File: src/design/fp_pkg.sv
package fp_pkg;

  // binary64 layout
  localparam int FRAC_W = 52;
  localparam int MANT_W = FRAC_W + 1;  // stored fraction plus the hidden one
  localparam int PROD_W = 2 * MANT_W;

  // the product sits below two headroom bits, and the space under it holds
  // the guard bits for the aligned operand
  localparam int SUM_W = 163;

  localparam int EXP_BIAS = 1023;
  localparam int EXP_MAX = 2046;  // largest biased exponent of a finite number

  typedef logic [63:0] fp64_t;
  typedef logic signed [12:0] exp_t;  // biased, but with room for product and sum exponents
  typedef logic [FRAC_W-1:0] frac_t;
  typedef logic [MANT_W-1:0] mant_t;
  typedef logic [PROD_W-1:0] prod_t;
  typedef logic [SUM_W-1:0] sum_t;
  typedef logic [7:0] shamt_t;

  typedef enum logic [2:0] {
    CLS_ZERO,
    CLS_NORMAL,
    CLS_INF,
    CLS_QNAN,
    CLS_SNAN
  } fp_class_e;

  localparam fp64_t QNAN_DEFAULT = 64'h7ff8_0000_0000_0000;

endpackage

File: src/design/fpu_csr_pkg.sv
package fpu_csr_pkg;

  // control word
  typedef logic [3:0] fpcsr_t;

  localparam int CSR_RND_LO = 0;
  localparam int CSR_RND_HI = 1;
  localparam int CSR_DAZ = 2;  // bit 3 is reserved

  // only the two modes this unit implements; the other field codes round to even
  typedef enum logic [1:0] {
    RND_EVEN = 2'd0,
    RND_TRUNC = 2'd1
  } round_mode_e;

  // exception flags raised with each result
  typedef logic [4:0] flags_t;

  localparam int FLG_INV = 0;
  localparam int FLG_OVF = 1;
  localparam int FLG_UNF = 2;
  localparam int FLG_INX = 3;
  localparam int FLG_DEN = 4;

  // the mode field values that select truncation
  localparam logic [1:0] RND_FIELD_TRUNC = 2'd1;

endpackage

File: src/design/fma_unpack.sv
`timescale 1ns/1ps

module fma_unpack (
  input  logic                     clk,
  input  logic                     rst_n,
  input  logic                     in_valid,
  input  fp_pkg::fp64_t            a,
  input  fp_pkg::fp64_t            b,
  input  fp_pkg::fp64_t            c,
  input  fpu_csr_pkg::fpcsr_t      fpcsr,
  output logic                     u_valid,
  output logic                     u_sa,
  output logic                     u_sb,
  output logic                     u_sc,
  output fp_pkg::exp_t             u_ea,
  output fp_pkg::exp_t             u_eb,
  output fp_pkg::exp_t             u_ec,
  output fp_pkg::mant_t            u_ma,
  output fp_pkg::mant_t            u_mb,
  output fp_pkg::mant_t            u_mc,
  output fp_pkg::fp_class_e        u_cla,
  output fp_pkg::fp_class_e        u_clb,
  output fp_pkg::fp_class_e        u_clc,
  output fpu_csr_pkg::round_mode_e u_mode,
  output logic                     u_den
);
  import fp_pkg::*;
  import fpu_csr_pkg::*;

  // a subnormal lands in CLS_ZERO, it is never carried as a number
  function automatic fp_class_e classify(input fp64_t x);
    logic [10:0] e;
    frac_t       f;
    e = x[62:52];
    f = x[FRAC_W-1:0];
    if (e == '0) return CLS_ZERO;
    if (e != '1) return CLS_NORMAL;
    if (f == '0) return CLS_INF;
    return f[FRAC_W-1] ? CLS_QNAN : CLS_SNAN;
  endfunction

  function automatic logic is_subnormal(input fp64_t x);
    return (x[62:52] == '0) && (x[FRAC_W-1:0] != '0);
  endfunction

  // zero class gets exponent 0 and an empty mantissa so the datapath sees a true zero
  function automatic exp_t exp_of(input fp64_t x, input fp_class_e cls);
    return (cls == CLS_ZERO) ? exp_t'(0) : exp_t'({2'b00, x[62:52]});
  endfunction

  function automatic mant_t mant_of(input fp64_t x, input fp_class_e cls);
    return (cls == CLS_ZERO) ? mant_t'(0) : {1'b1, x[FRAC_W-1:0]};
  endfunction

  fp_class_e   cla, clb, clc;
  round_mode_e mode;
  logic        any_sub;

  always_comb begin
    cla = classify(a);
    clb = classify(b);
    clc = classify(c);
    any_sub = is_subnormal(a) || is_subnormal(b) || is_subnormal(c);
    mode = (fpcsr[CSR_RND_HI:CSR_RND_LO] == RND_FIELD_TRUNC) ? RND_TRUNC : RND_EVEN;
  end

  always_ff @(posedge clk) begin
    if (!rst_n) begin
      u_valid <= 1'b0;
    end else begin
      u_valid <= in_valid;
    end
  end

  always_ff @(posedge clk) begin
    u_sa   <= a[63];
    u_sb   <= b[63];
    u_sc   <= c[63];
    u_ea   <= exp_of(a, cla);
    u_eb   <= exp_of(b, clb);
    u_ec   <= exp_of(c, clc);
    u_ma   <= mant_of(a, cla);
    u_mb   <= mant_of(b, clb);
    u_mc   <= mant_of(c, clc);
    u_cla  <= cla;
    u_clb  <= clb;
    u_clc  <= clc;
    u_mode <= mode;
    u_den  <= any_sub && fpcsr[CSR_DAZ];
  end

endmodule

File: config.mk
export PLATFORM = sky130hd
export DESIGN_NAME = fma_unpack
export DESIGN_NICKNAME = d
export VERILOG_FILES = /design/src/design/fp_pkg.sv /design/src/design/fpu_csr_pkg.sv /design/src/design/fma_unpack.sv
export SDC_FILE = /design/constraint.sdc
export NUM_CORES = 1
export LEC_CHECK = 0
export BUFFER_PORTS_ARGS = -buffer_cell sky130_fd_sc_hd__buf_2
export CAP_MARGIN = 10
export CORE_AREA = 10 10 152 154
export DETAILED_ROUTE_END_ITERATION = 10
export DIE_AREA = 0 0 162 164
export MAX_ROUTING_LAYER = met4
export SETUP_SLACK_MARGIN = 0.1
export SYNTH_ARGS = -nofsm -noshare
export SYNTH_HDL_FRONTEND = slang
export SYNTH_SLANG_ARGS = --single-unit
File: constraint.sdc
create_clock -name clk -period 1.52 [get_ports clk]
set_input_delay 0.304 -clock clk [delete_from_list [all_inputs] [get_ports clk]]
set_output_delay 0.304 -clock clk [all_outputs]
set_load 0.02 [all_outputs]
==> summary.md, run 1 <==
| Metric | Value |
|---|---|
| Status | finished clean |
| CTS Sinks | about 210 |
| Synth Warn # | 0 |
| Root buf cell | clkbuf_16 |
| P_leak | about 4.6 nW |
| Post CTS Setup Buffer Count | 0 |
| Post-synthesis register bit count | 207 |
| TritonCTS buffer count | 23 |
| Die area | ~27,000 um^2 |
| Row count | between 50 and 60 |
| GRT busiest layer | met2 |
| Tightest Hold Check Type | input pin to flop |
| Max Clk Rate | 712 MHz |
| Share of the synthesized area in the top cell type | between 60% and 70% |
| NumNets Final | ~1,200 |
| Post-synthesis cell type count | 24 |
| Total core area | 20,000 um^2 |
| Port Buffers | 404 |
| First-pass GRT wire length | 33.3 mm |
| Routed len/inst | 18.0 um |
| Flop pwr share | 45.8% |
| Vias per cell | 4.17 |
| Post-layout min period | 1.41 ns |
| Share of layout cells above drive strength 1 | 49.2% |
| Final setup fails | 0 |
| Final HPWL DP | 18.6 mm |
| TritonCTS clock tree | built |
| Pwr dens | 1290 nW/um^2 |
| Area leader, netlist | dfxtp_1 |
| Dominant synthesized flop cell | dfxtp_1 |
| Die Wd | approximately 160 um |
| Kind of critical path | input pin to flop |
| Met2 GRT Util | 29.1% |
| Initial Util | between 30 and 40% |
| Layout area overhead | 62.7% |
| Overall Global Routing Usage | 16.5% |
| Critical path launch point type | input pin |
| Clk buf depth | 3 |
| M3 GR Usage | under 10% |
| Initial antenna violation count | 2 |
| Final Max Slew Viols | 0 |
| H-tree depth | 1 |
| Design Power | 12.6 mW |
| Capturing element type of the critical path | flop |
| DR DRC count | 0 |
| Final Hold Violating Endpoints | 0 |
| Post-synth ARST share | 0% |
| Internal power | 9.61 mW |
| Vias in the first global route | 5,780 |
| Routed Antenna Nets | 0 |
| Clk pwr share | between 40% and 50% |
| Area contributors post-synth | dfxtp_1, and2_1, nor4_1, clkbuf_1, nand4_1 |
| Grt met1 use | between 15 and 20% |
| DRT iter0 DRCs | 136 |
| Clock-pin transition on the worst setup and hold timing paths | 0.06 ns |
| Pre-antenna DRT Iters | 4 |
| Routed WL | 23.0 mm |
| Fin crit share | 92.5% |
| VDD IR max | between 900 and 1000 uV |
| # IOs | 413 |
| Power share of the combinational group | 11.0% |
| Critical Path RT | ~1.9 ns |
| EDFF count, synth | 0 |
| Layout Utilization | 48.9% |
| Synth Instances | 517 |
| Grt ovf | 0 |
| Switch Pwr | 2.97 mW |
| Critical path arrival | between 1.5 and 2 ns |
| Die height | 164 um |
| Hold Path Depth | 2 |
| RSZ-0062 raised after global routing | yes |
| Syn Area/Cell | 11.6 um^2 |
| Max cap viols | 0 |
| Seq/Total Area, Yosys | 68.9% |
| Largest net degree at the start of global routing | 54 |
| Gpl congestion | 0.875 |
| Total number of vias | 5,331 |
| Post-synth design cell area | 6020 um^2 |
| Worst-path fanout max | 40 |
| Switching Fraction | 23.6% |
==> power by group through the flow <==
stage                     Sequential [mW]  Clock [mW]  Combinational (mW)
after floorplan                      6.25           0               0.216
after global placement               5.87           0                1.28
after detailed placement             5.88           0                1.28
after CTS                            5.76        5.57                1.38
after global routing                 5.78        5.82                1.49
final                                5.76        5.43                1.39
==> layout by cell type, fill, tap and decap left out, drive strengths merged, types with 2 or more instances in the layout <==
| cell | instances |
|---|---|
| nand4 | 13 |
| nand2 | 4 |
| and2 | 157 |
| clkbuf | 35 |
| clkinv | 3 |
| nand3 | 8 |
| nor4 | 51 |
| inv | 2 |
| clkinvlp | 2 |
| nor3 | 6 |
| conb | 7 |
| buf | 442 |
| nor2b | 5 |
| o21a | 3 |
| diode | 2 |
| dlygate4sd3 | 53 |
| dfxtp | 207 |
==> per-stage QoR <==
step / instances / worst slack, ns / area (um^2) / hold slack [ns] / setup TNS (ns)
3_3_place_gp: 1180 / -0.366 / 8470 / 0.408 / -5.45
2_1_floorplan: 523 / 0.203 / 6040 / 0.332 / 0
6_report: 1277 / 0.115 / 9790 / 0.0190 / 0
3_5_place_dp: 1180 / -0.367 / 8470 / 0.416 / -9.00
4_1_cts: 1273 / 0.133 / 9740 / 0.000148 / 0
5_1_grt: 1277 / 0.0819 / 9790 / 0.000663 / 0
==> cell usage after synthesis, drive strengths merged (3+ instances only) <==
cell / count
o21a: 3
nand3: 8
nand2: 4
nand4: 13
nor3: 6
nor4: 51
nor2b: 5
buf: 15
dfxtp: 207
clkbuf: 40
and2: 157
==> worst max-delay path, cell delays in order <==
cell	delay, ns
dlygate4sd3_1	0.53
buf_2	0.15
nor3_2	0.18
and3_1	0.22
inv_2	0.07
buf_12	0.16
and2_1	0.17
==> sequential cells by signal (all words and copies together), names as in the netlist <==
signal	cells
u_sc	1
u_eb	11
u_den	1
u_ma	53
u_mb	53
u_clb	3
u_sb	1
u_clc	3
u_ea	11
u_sa	1
u_cla	3
u_ec	11
u_valid	1
u_mode	1
u_mc	53
==> metal layers <==
metal	vias to the layer above	wire length, um
met5	-	0
met4	0	689
met3	43	1970
met2	262	11800
met1	2403	8570
li1	2623	-
==> final cells by class <==
class / instances / area, um^2
Fill cell: 1894 / 10200
Sequential cell: 207 / 4140
Timing Repair Buffer: 495 / 2860
Multi-Input combinational cell: 260 / 1680
Clock buffer: 35 / 691
Tap cell: 270 / 338
Clock inverter: 7 / 68.8
Antenna cell: 2 / 5.00
Inverter: 1 / 3.75
==> kinds of logic (layout without fill, tap and decap cells) <==
logic type	Yosys count	count (layout)	synth area share [%]
buffers and inverters	56	538	4.10
other	1	9	0.0623
flip-flops	207	207	68.9
AO/OA/AOI/OAI	6	6	0.769
AND/OR/NAND/NOR	247	247	26.2
==> worst paths after layout <==
path               from                  end  slack, ns
hold / removal    a[11]  u_ma[11]$_SDFF_PN0_       0.02
setup / recovery  b[55]   u_mb[9]$_SDFF_PN0_       0.11
==> what timing repair did <==
action                     4_1_cts  5_1_grt
hold buffers                    51        2
setup endpoints to repair        0       65
resized for setup                0        5
hold endpoints to repair        51        2
Power figures use the tool's default switching activity.
==> inputs of run 2 (changes only) <==
==> constraint.sdc (replaced) <==
create_clock -name clk -period 1.52 [get_ports clk]
set_input_delay 0.076 -clock clk [delete_from_list [all_inputs] [get_ports clk]]
set_output_delay 0.076 -clock clk [all_outputs]
set_load 0.02 [all_outputs]
==> run 2 against run 1 <==
Net effect:
- final area increased by 16%
- sequential power about the same
- largest power group is now clock
- critical endpoint is now u_den$_DFF_P_
- critical path type unchanged
- largest cell class is now non-clock buffers
- first-iteration DRC count increased by 110%
==> summary.md, run 2 (synthesis results as in run 1) <==
| Metric | Value |
|---|---|
| VDD IR max | 839 uV (was 936 uV) |
| NumNets Final | 1,311 (was 1,187) |
| Crit-path slowest cell | dlygate4sd3_1 (unchanged) |
| Grt ovf | 0 (unchanged) |
| Fillers | 1,618 (was 1,894) |
| RSZ-0062 raised after global routing | yes (unchanged) |
| Initial antenna violation count | 1 (was 2) |
| Leading cell type in the layout, fill and taps excluded | buf_2 (unchanged) |
| Vias in the first global route | 6,480 (was 5,780) |
| Critical Path RT | 1.91 ns (about the same) |
| Most frequent cells in the layout | buf_2, dfxtp_1, dlygate4sd3_1 (was buf_2, dfxtp_1, and2_1) |
| Initial Util | 30.0% (unchanged) |
| Tightest Hold Check Type | input pin to flop (unchanged) |
| Layout Utilization | 56.7% (was 48.9%) |
| Critical path launch point type | input pin (unchanged) |
| Overall Global Routing Usage | 18.6% (was 16.5%) |
| Max cap viols | 0 (unchanged) |
| Capturing element type of the critical path | flop (unchanged) |
| Die Wd | 162 um (unchanged) |
| Post-layout min period | 1.39 ns (was 1.41 ns) |
| TritonCTS buffer count | 24 (was 23) |
| H-tree depth | 1 (unchanged) |
| DP Area | 8310 um^2 (was 8470 um^2) |
| Largest registers | u_ma (53), u_mb (53), u_mc (53) (unchanged) |
| Final setup fails | 0 (unchanged) |
| Share of layout cells above drive strength 1 | 44.1% (was 49.2%) |
| Crit path largest cell delay | 0.55 ns (was 0.53 ns) |
| Status | finished clean (unchanged) |
| Design area | 11,400 um^2 (was 9790 um^2) |
| Die height | 164 um (unchanged) |
| Gpl congestion | 0.896 (was 0.875) |
| First-pass GRT wire length | 37.7 mm (was 33.3 mm) |
| Routed WL | 26.5 mm (was 23.0 mm) |
| DRT iter0 DRCs | 288 (was 136) |
| Pwr dens | 1180 nW/um^2 (was 1290 nW/um^2) |
| Port Buffers | 404 (unchanged) |
| Hold Path Depth | 4 (was 2) |
| Post CTS Setup Buffer Count | 0 (unchanged) |
| Final HPWL DP | 18.5 mm (was 18.6 mm) |
| Critical path arrival | 1.78 ns (was 1.79 ns) |
| Kind of critical path | input pin to flop (unchanged) |
| Root buf cell | clkbuf_16 (unchanged) |
| Worst-path fanout max | 3 (was 40) |
| Routed len/inst | 18.9 um (was 18.0 um) |
| WP buf/inv | 3 (was 4) |
| CTS Sinks | 207 (unchanged) |
| Fin crit share | 91.3% (was 92.5%) |
| Routed Antenna Nets | 0 (unchanged) |
| Max Clk Rate | 720 MHz (was 712 MHz) |
| Clock-pin transition on the worst setup and hold timing paths | 0.06 ns (about the same) |
| Total number of vias | 5,989 (was 5,331) |
| Largest net degree at the start of global routing | 54 (unchanged) |
| Total core area | 20,000 um^2 (unchanged) |
| Row count | 52 (unchanged) |
| Final Hold Violating Endpoints | 0 (unchanged) |
| P_leak | 5.18 nW (was 4.59 nW) |
| Design Power | 13.4 mW (was 12.6 mW) |
| Pre-antenna DRT Iters | 6 (was 4) |
| CP Depth | 7 (unchanged) |
| TritonCTS clock tree | built (unchanged) |
| Final Max Slew Viols | 0 (unchanged) |
| DR DRC count | 0 (unchanged) |
| Die area | 26,600 um^2 (unchanged) |
| Critical path's top delay family | buffers and inverters (unchanged) |
| Vias per cell | 4.27 (was 4.17) |
| Clk buf depth | 3 (unchanged) |
| Layout area overhead | 88.9% (was 62.7%) |
| CP cell instances | dlygate4sd3_1 -> buf_2 -> nor4_1 -> nand2_1 -> nor4_4 -> buf_4 -> o221ai_2 (was dlygate4sd3_1 -> buf_2 -> nor3_2 -> and3_1 -> inv_2 -> buf_12 -> and2_1) |
| # IOs | 413 (unchanged) |
-- run 2: cell count changes in the layout (fill, tap and decap cells not counted), sizes merged --
cell         delta
diode           +1
clkinv          +3
clkinvlp        -1
clkbuf          -1
dlygate4sd3   +144
bufinv          +1
buf            -21
-- run 2: per-stage QoR --
stage | setup slack, ns | cells | hold WS (ns) | TNS, ns
final | 0.132 | 1403 | 0.0483 | 0
after global routing | 0.0615 | 1401 | 0.0489 | 0
after CTS | 0.103 | 1400 | 0.0114 | 0
after detailed placement | -0.159 | 1159 | 0.185 | -0.222
after global placement | -0.175 | 1159 | 0.180 | -0.241
after floorplan | 0.431 | 523 | 0.104 | 0
-- run 2: tightest hold or removal path, stage by stage --
cell     delay (ns)
buf_2          0.11
nand4_1        0.15
nor3_1         0.07
o21a_1         0.10
-- run 2: worst paths after layout --
kind,start,end
worst max-delay path,a[13],u_den$_DFF_P_
worst min-delay path,c[55],u_clc[1]$_DFF_P_
-- run 2: power breakdown --
group / internal, mW / total, mW / switching, mW
Clock: 3.64 / 5.87 / 2.23
Sequential: 5.70 / 5.77 / 0.0669
Combinational: 0.833 / 1.73 / 0.895
Total: 10.2 / 13.4 / 3.20
-- run 2: repair_timing --
item | 4_1_cts | 5_1_grt
gates resized for setup | 0 | 37
endpoints found under the setup margin | 0 | 93
hold buffers | 197 | 0
endpoints found under the hold margin | 204 | 0
-- run 2: area by class of cell --
| cell class | instances | area (um^2) | share of cell area, % |
|---|---|---|---|
| flip-flops and latches | 207 | 4140 | 36.5 |
| multi-input cells | 260 | 1890 | 16.6 |
| clock buffers | 34 | 719 | 6.33 |
| clock inverters | 10 | 109 | 0.958 |
| diodes | 3 | 7.51 | 0.0661 |
| repair buffers | 618 | 4150 | 36.6 |
| well taps | 270 | 338 | 2.97 |
| inverters | 1 | 3.75 | 0.0330 |
-- run 2: per-layer routing --
layer	vias to the layer above	share of wire, %	GRT usage, %
met5	-	0	-
met4	0	2.6	6.08
met3	51	8.0	5.61
met2	278	54	34.0
met1	2789	35	18.7
li1	2871	-	-
==> inputs of run 3 (changes only) <==
Settings changed: BUFFER_PORTS_ARGS -buffer_cell sky130_fd_sc_hd__buf_2 to -buffer_cell sky130_fd_sc_hd__clkbuf_2.
==> run 3 against run 2 <==
Net effect:
- sequential power about the same
- sequential share of layout area grew 0.45 points
- first-iteration DRC count grew 8.0%
- routed wire length shrank 0.95%
- global-route usage rose by 0.055 points
- critical path type unchanged
==> summary.md, run 3 (synthesis results as in run 1) <==
| Metric | Value |
|---|---|
| Tightest Hold Check Type | input pin to flop (unchanged) |
| Hold WS | 0.0530 ns (was 0.0483 ns) |
| Clk buf depth | 3 (unchanged) |
| Grt ovf | 0 (unchanged) |
| Critical path arrival | 1.79 ns (was 1.78 ns) |
| Total number of vias | 5,978 (was 5,989) |
| Initial antenna violation count | 3 (was 1) |
| VDD IR max | 727 uV (was 839 uV) |
| Fillers | 1,622 (was 1,618) |
| Max Clk Rate | 704 MHz (was 720 MHz) |
| First-pass GRT wire length | 37.8 mm (was 37.7 mm) |
| Post-layout min period | 1.42 ns (was 1.39 ns) |
| Internal power | 9.83 mW (was 10.2 mW) |
| CP cell instances | dlygate4sd3_1 -> buf_2 -> nor4_2 -> nand3_1 -> o41ai_2 -> buf_4 -> o221ai_2 (was dlygate4sd3_1 -> buf_2 -> nor4_1 -> nand2_1 -> nor4_4 -> buf_4 -> o221ai_2) |
| TritonCTS buffer count | 23 (was 24) |
| Flop pwr share | 44.8% (was 43.2%) |
| Area occupied by multi-input gates | 1850 um^2 (was 1890 um^2) |
| Clk pwr share | 41.9% (was 43.9%) |
| Pre-antenna DRT Iters | 6 (unchanged) |
| Switch Pwr | 3.06 mW (was 3.20 mW) |
| Status | finished clean (unchanged) |
| Worst-path fanout max | 2 (was 3) |
| Critical Path RT | 1.89 ns (was 1.91 ns) |
| H-tree depth | 1 (unchanged) |
| TritonCTS clock tree | built (unchanged) |
| Port Buffers | 404 (unchanged) |
| Total core area | 20,000 um^2 (unchanged) |
| Vias in the first global route | 6,555 (was 6,480) |
| Critical path launch point type | input pin (unchanged) |
| Routed len/inst | 18.8 um (was 18.9 um) |
| Routed WL | 26.3 mm (was 26.5 mm) |
| Largest registers | u_ma (53), u_mb (53), u_mc (53) (unchanged) |
| Post CTS Setup Buffer Count | 0 (unchanged) |
| Fin crit share | 93.5% (was 91.3%) |
| Layout area overhead | 86.6% (was 88.9%) |
| Largest net degree at the start of global routing | 54 (unchanged) |
| Routed Antenna Nets | 0 (unchanged) |
| Pwr dens | 1150 nW/um^2 (was 1180 nW/um^2) |
| P_leak | 5.17 nW (was 5.18 nW) |
| Max cap viols | 0 (unchanged) |
| Initial Util | 30.0% (unchanged) |
| Root buf cell | clkbuf_16 (unchanged) |
| DRT iter0 DRCs | 311 (was 288) |
| Die height | 164 um (unchanged) |
| RSZ-0062 raised after global routing | yes (unchanged) |
| Setup_tns | 0 ns (unchanged) |
| Die Wd | 162 um (unchanged) |
| Capturing element type of the critical path | flop (unchanged) |
| Final setup fails | 0 (unchanged) |
| Most frequent cells in the layout | clkbuf_2, dfxtp_1, dlygate4sd3_1 (was buf_2, dfxtp_1, dlygate4sd3_1) |
| DR DRC count | 0 (unchanged) |
| # IOs | 413 (unchanged) |
| Final HPWL DP | 18.6 mm (was 18.5 mm) |
| Critical path's top delay family | buffers and inverters (unchanged) |
| Register area | 4140 um^2 (unchanged) |
| Final Max Slew Viols | 0 (unchanged) |
| Leading cell type in the layout, fill and taps excluded | clkbuf_2 (was buf_2) |
| CTS Sinks | 207 (unchanged) |
| Crit path largest cell delay | 0.55 ns (about the same) |
| Crit-path slowest cell | dlygate4sd3_1 (unchanged) |
| Power share of the combinational group | 13.3% (was 12.9%) |
| Share of layout cells above drive strength 1 | 43.2% (was 44.1%) |
| Gpl congestion | 0.887 (was 0.896) |
| Clock-pin transition on the worst setup and hold timing paths | 0.06 ns (about the same) |
| Kind of critical path | input pin to flop (unchanged) |
| NumNets Final | 1,310 (was 1,311) |
| Final Hold Violating Endpoints | 0 (unchanged) |
| Row count | 52 (unchanged) |
| Vias per cell | 4.27 (about the same) |
| Overall Global Routing Usage | 18.7% (was 18.6%) |
| WP buf/inv | 3 (unchanged) |
| Die area | 26,600 um^2 (unchanged) |
| Switching Fraction | 23.7% (was 23.9%) |
-- run 3: cell count changes in the layout (fill, tap and decap cells not counted), sizes merged --
| cell | previous run | this run |
|---|---|---|
| clkbuf | 34 | 437 |
| diode | 3 | 5 |
| clkinv | 6 | 0 |
| inv | 2 | 1 |
| clkinvlp | 1 | 2 |
| buf | 421 | 18 |
-- run 3: metal layers --
layer | vias to the layer above | global-route usage [%] | wire length (um)
met1 | 2725 | 19.2 | 9430
li1 | 2878 | - | -
met2 | 315 | 32.9 | 13800
met5 | - | - | 0
met4 | 0 | 8.15 | 881
met3 | 60 | 5.23 | 2210
-- run 3: stage by stage --
step	cell area (um^2)	worst slack (ns)	std cells	utilization, %	power [mW]
2_1_floorplan	6040	0.431	523	-	6.46
3_3_place_gp	8310	-0.133	1159	41.5	7.12
3_5_place_dp	8310	-0.178	1159	41.5	7.13
4_1_cts	11000	0.104	1394	55.0	12.9
5_1_grt	11200	-0.00889	1397	56.0	13.3
6_report	11200	0.0993	1399	56.0	12.9
-- run 3: power by group through the flow --
stage / sequential, mW / combinational (mW) / clock [mW]
floorplan: 6.25 / 0.216 / 0
global placement: 5.89 / 1.23 / 0
detailed placement: 5.89 / 1.24 / 0
CTS: 5.78 / 1.65 / 5.50
global route: 5.80 / 1.82 / 5.72
finish: 5.78 / 1.71 / 5.40
-- run 3: what timing repair did --
action / 4_1_cts / 5_1_grt
hold buffers: 197 / 0
endpoints found under the setup margin: 0 / 151
endpoints found under the hold margin: 204 / 0
gates resized for setup: 0 / 31
-- run 3: final timing paths --
check | start | to | slack, ns | cells past startpoint
worst max-delay path | c[30] | u_den$_DFF_P_ | 0.1 | 7
worst min-delay path | c[55] | u_clc[1]$_DFF_P_ | 0.05 | 4
-- run 3: tightest hold or removal path: stages --
cell	delay, ns
clkbuf_2	0.10
nand4_1	0.14
nor3_1	0.07
o21a_1	0.10
-- run 3: layout make-up --
cell class	count	area share [%]
clock inverter	4	0.669
sequential	207	36.9
tap	270	3.01
timing repair buffer	618	36.9
clock buffer	34	5.85
multi-input combinational	260	16.5
antenna	5	0.111
inverter	1	0.0334
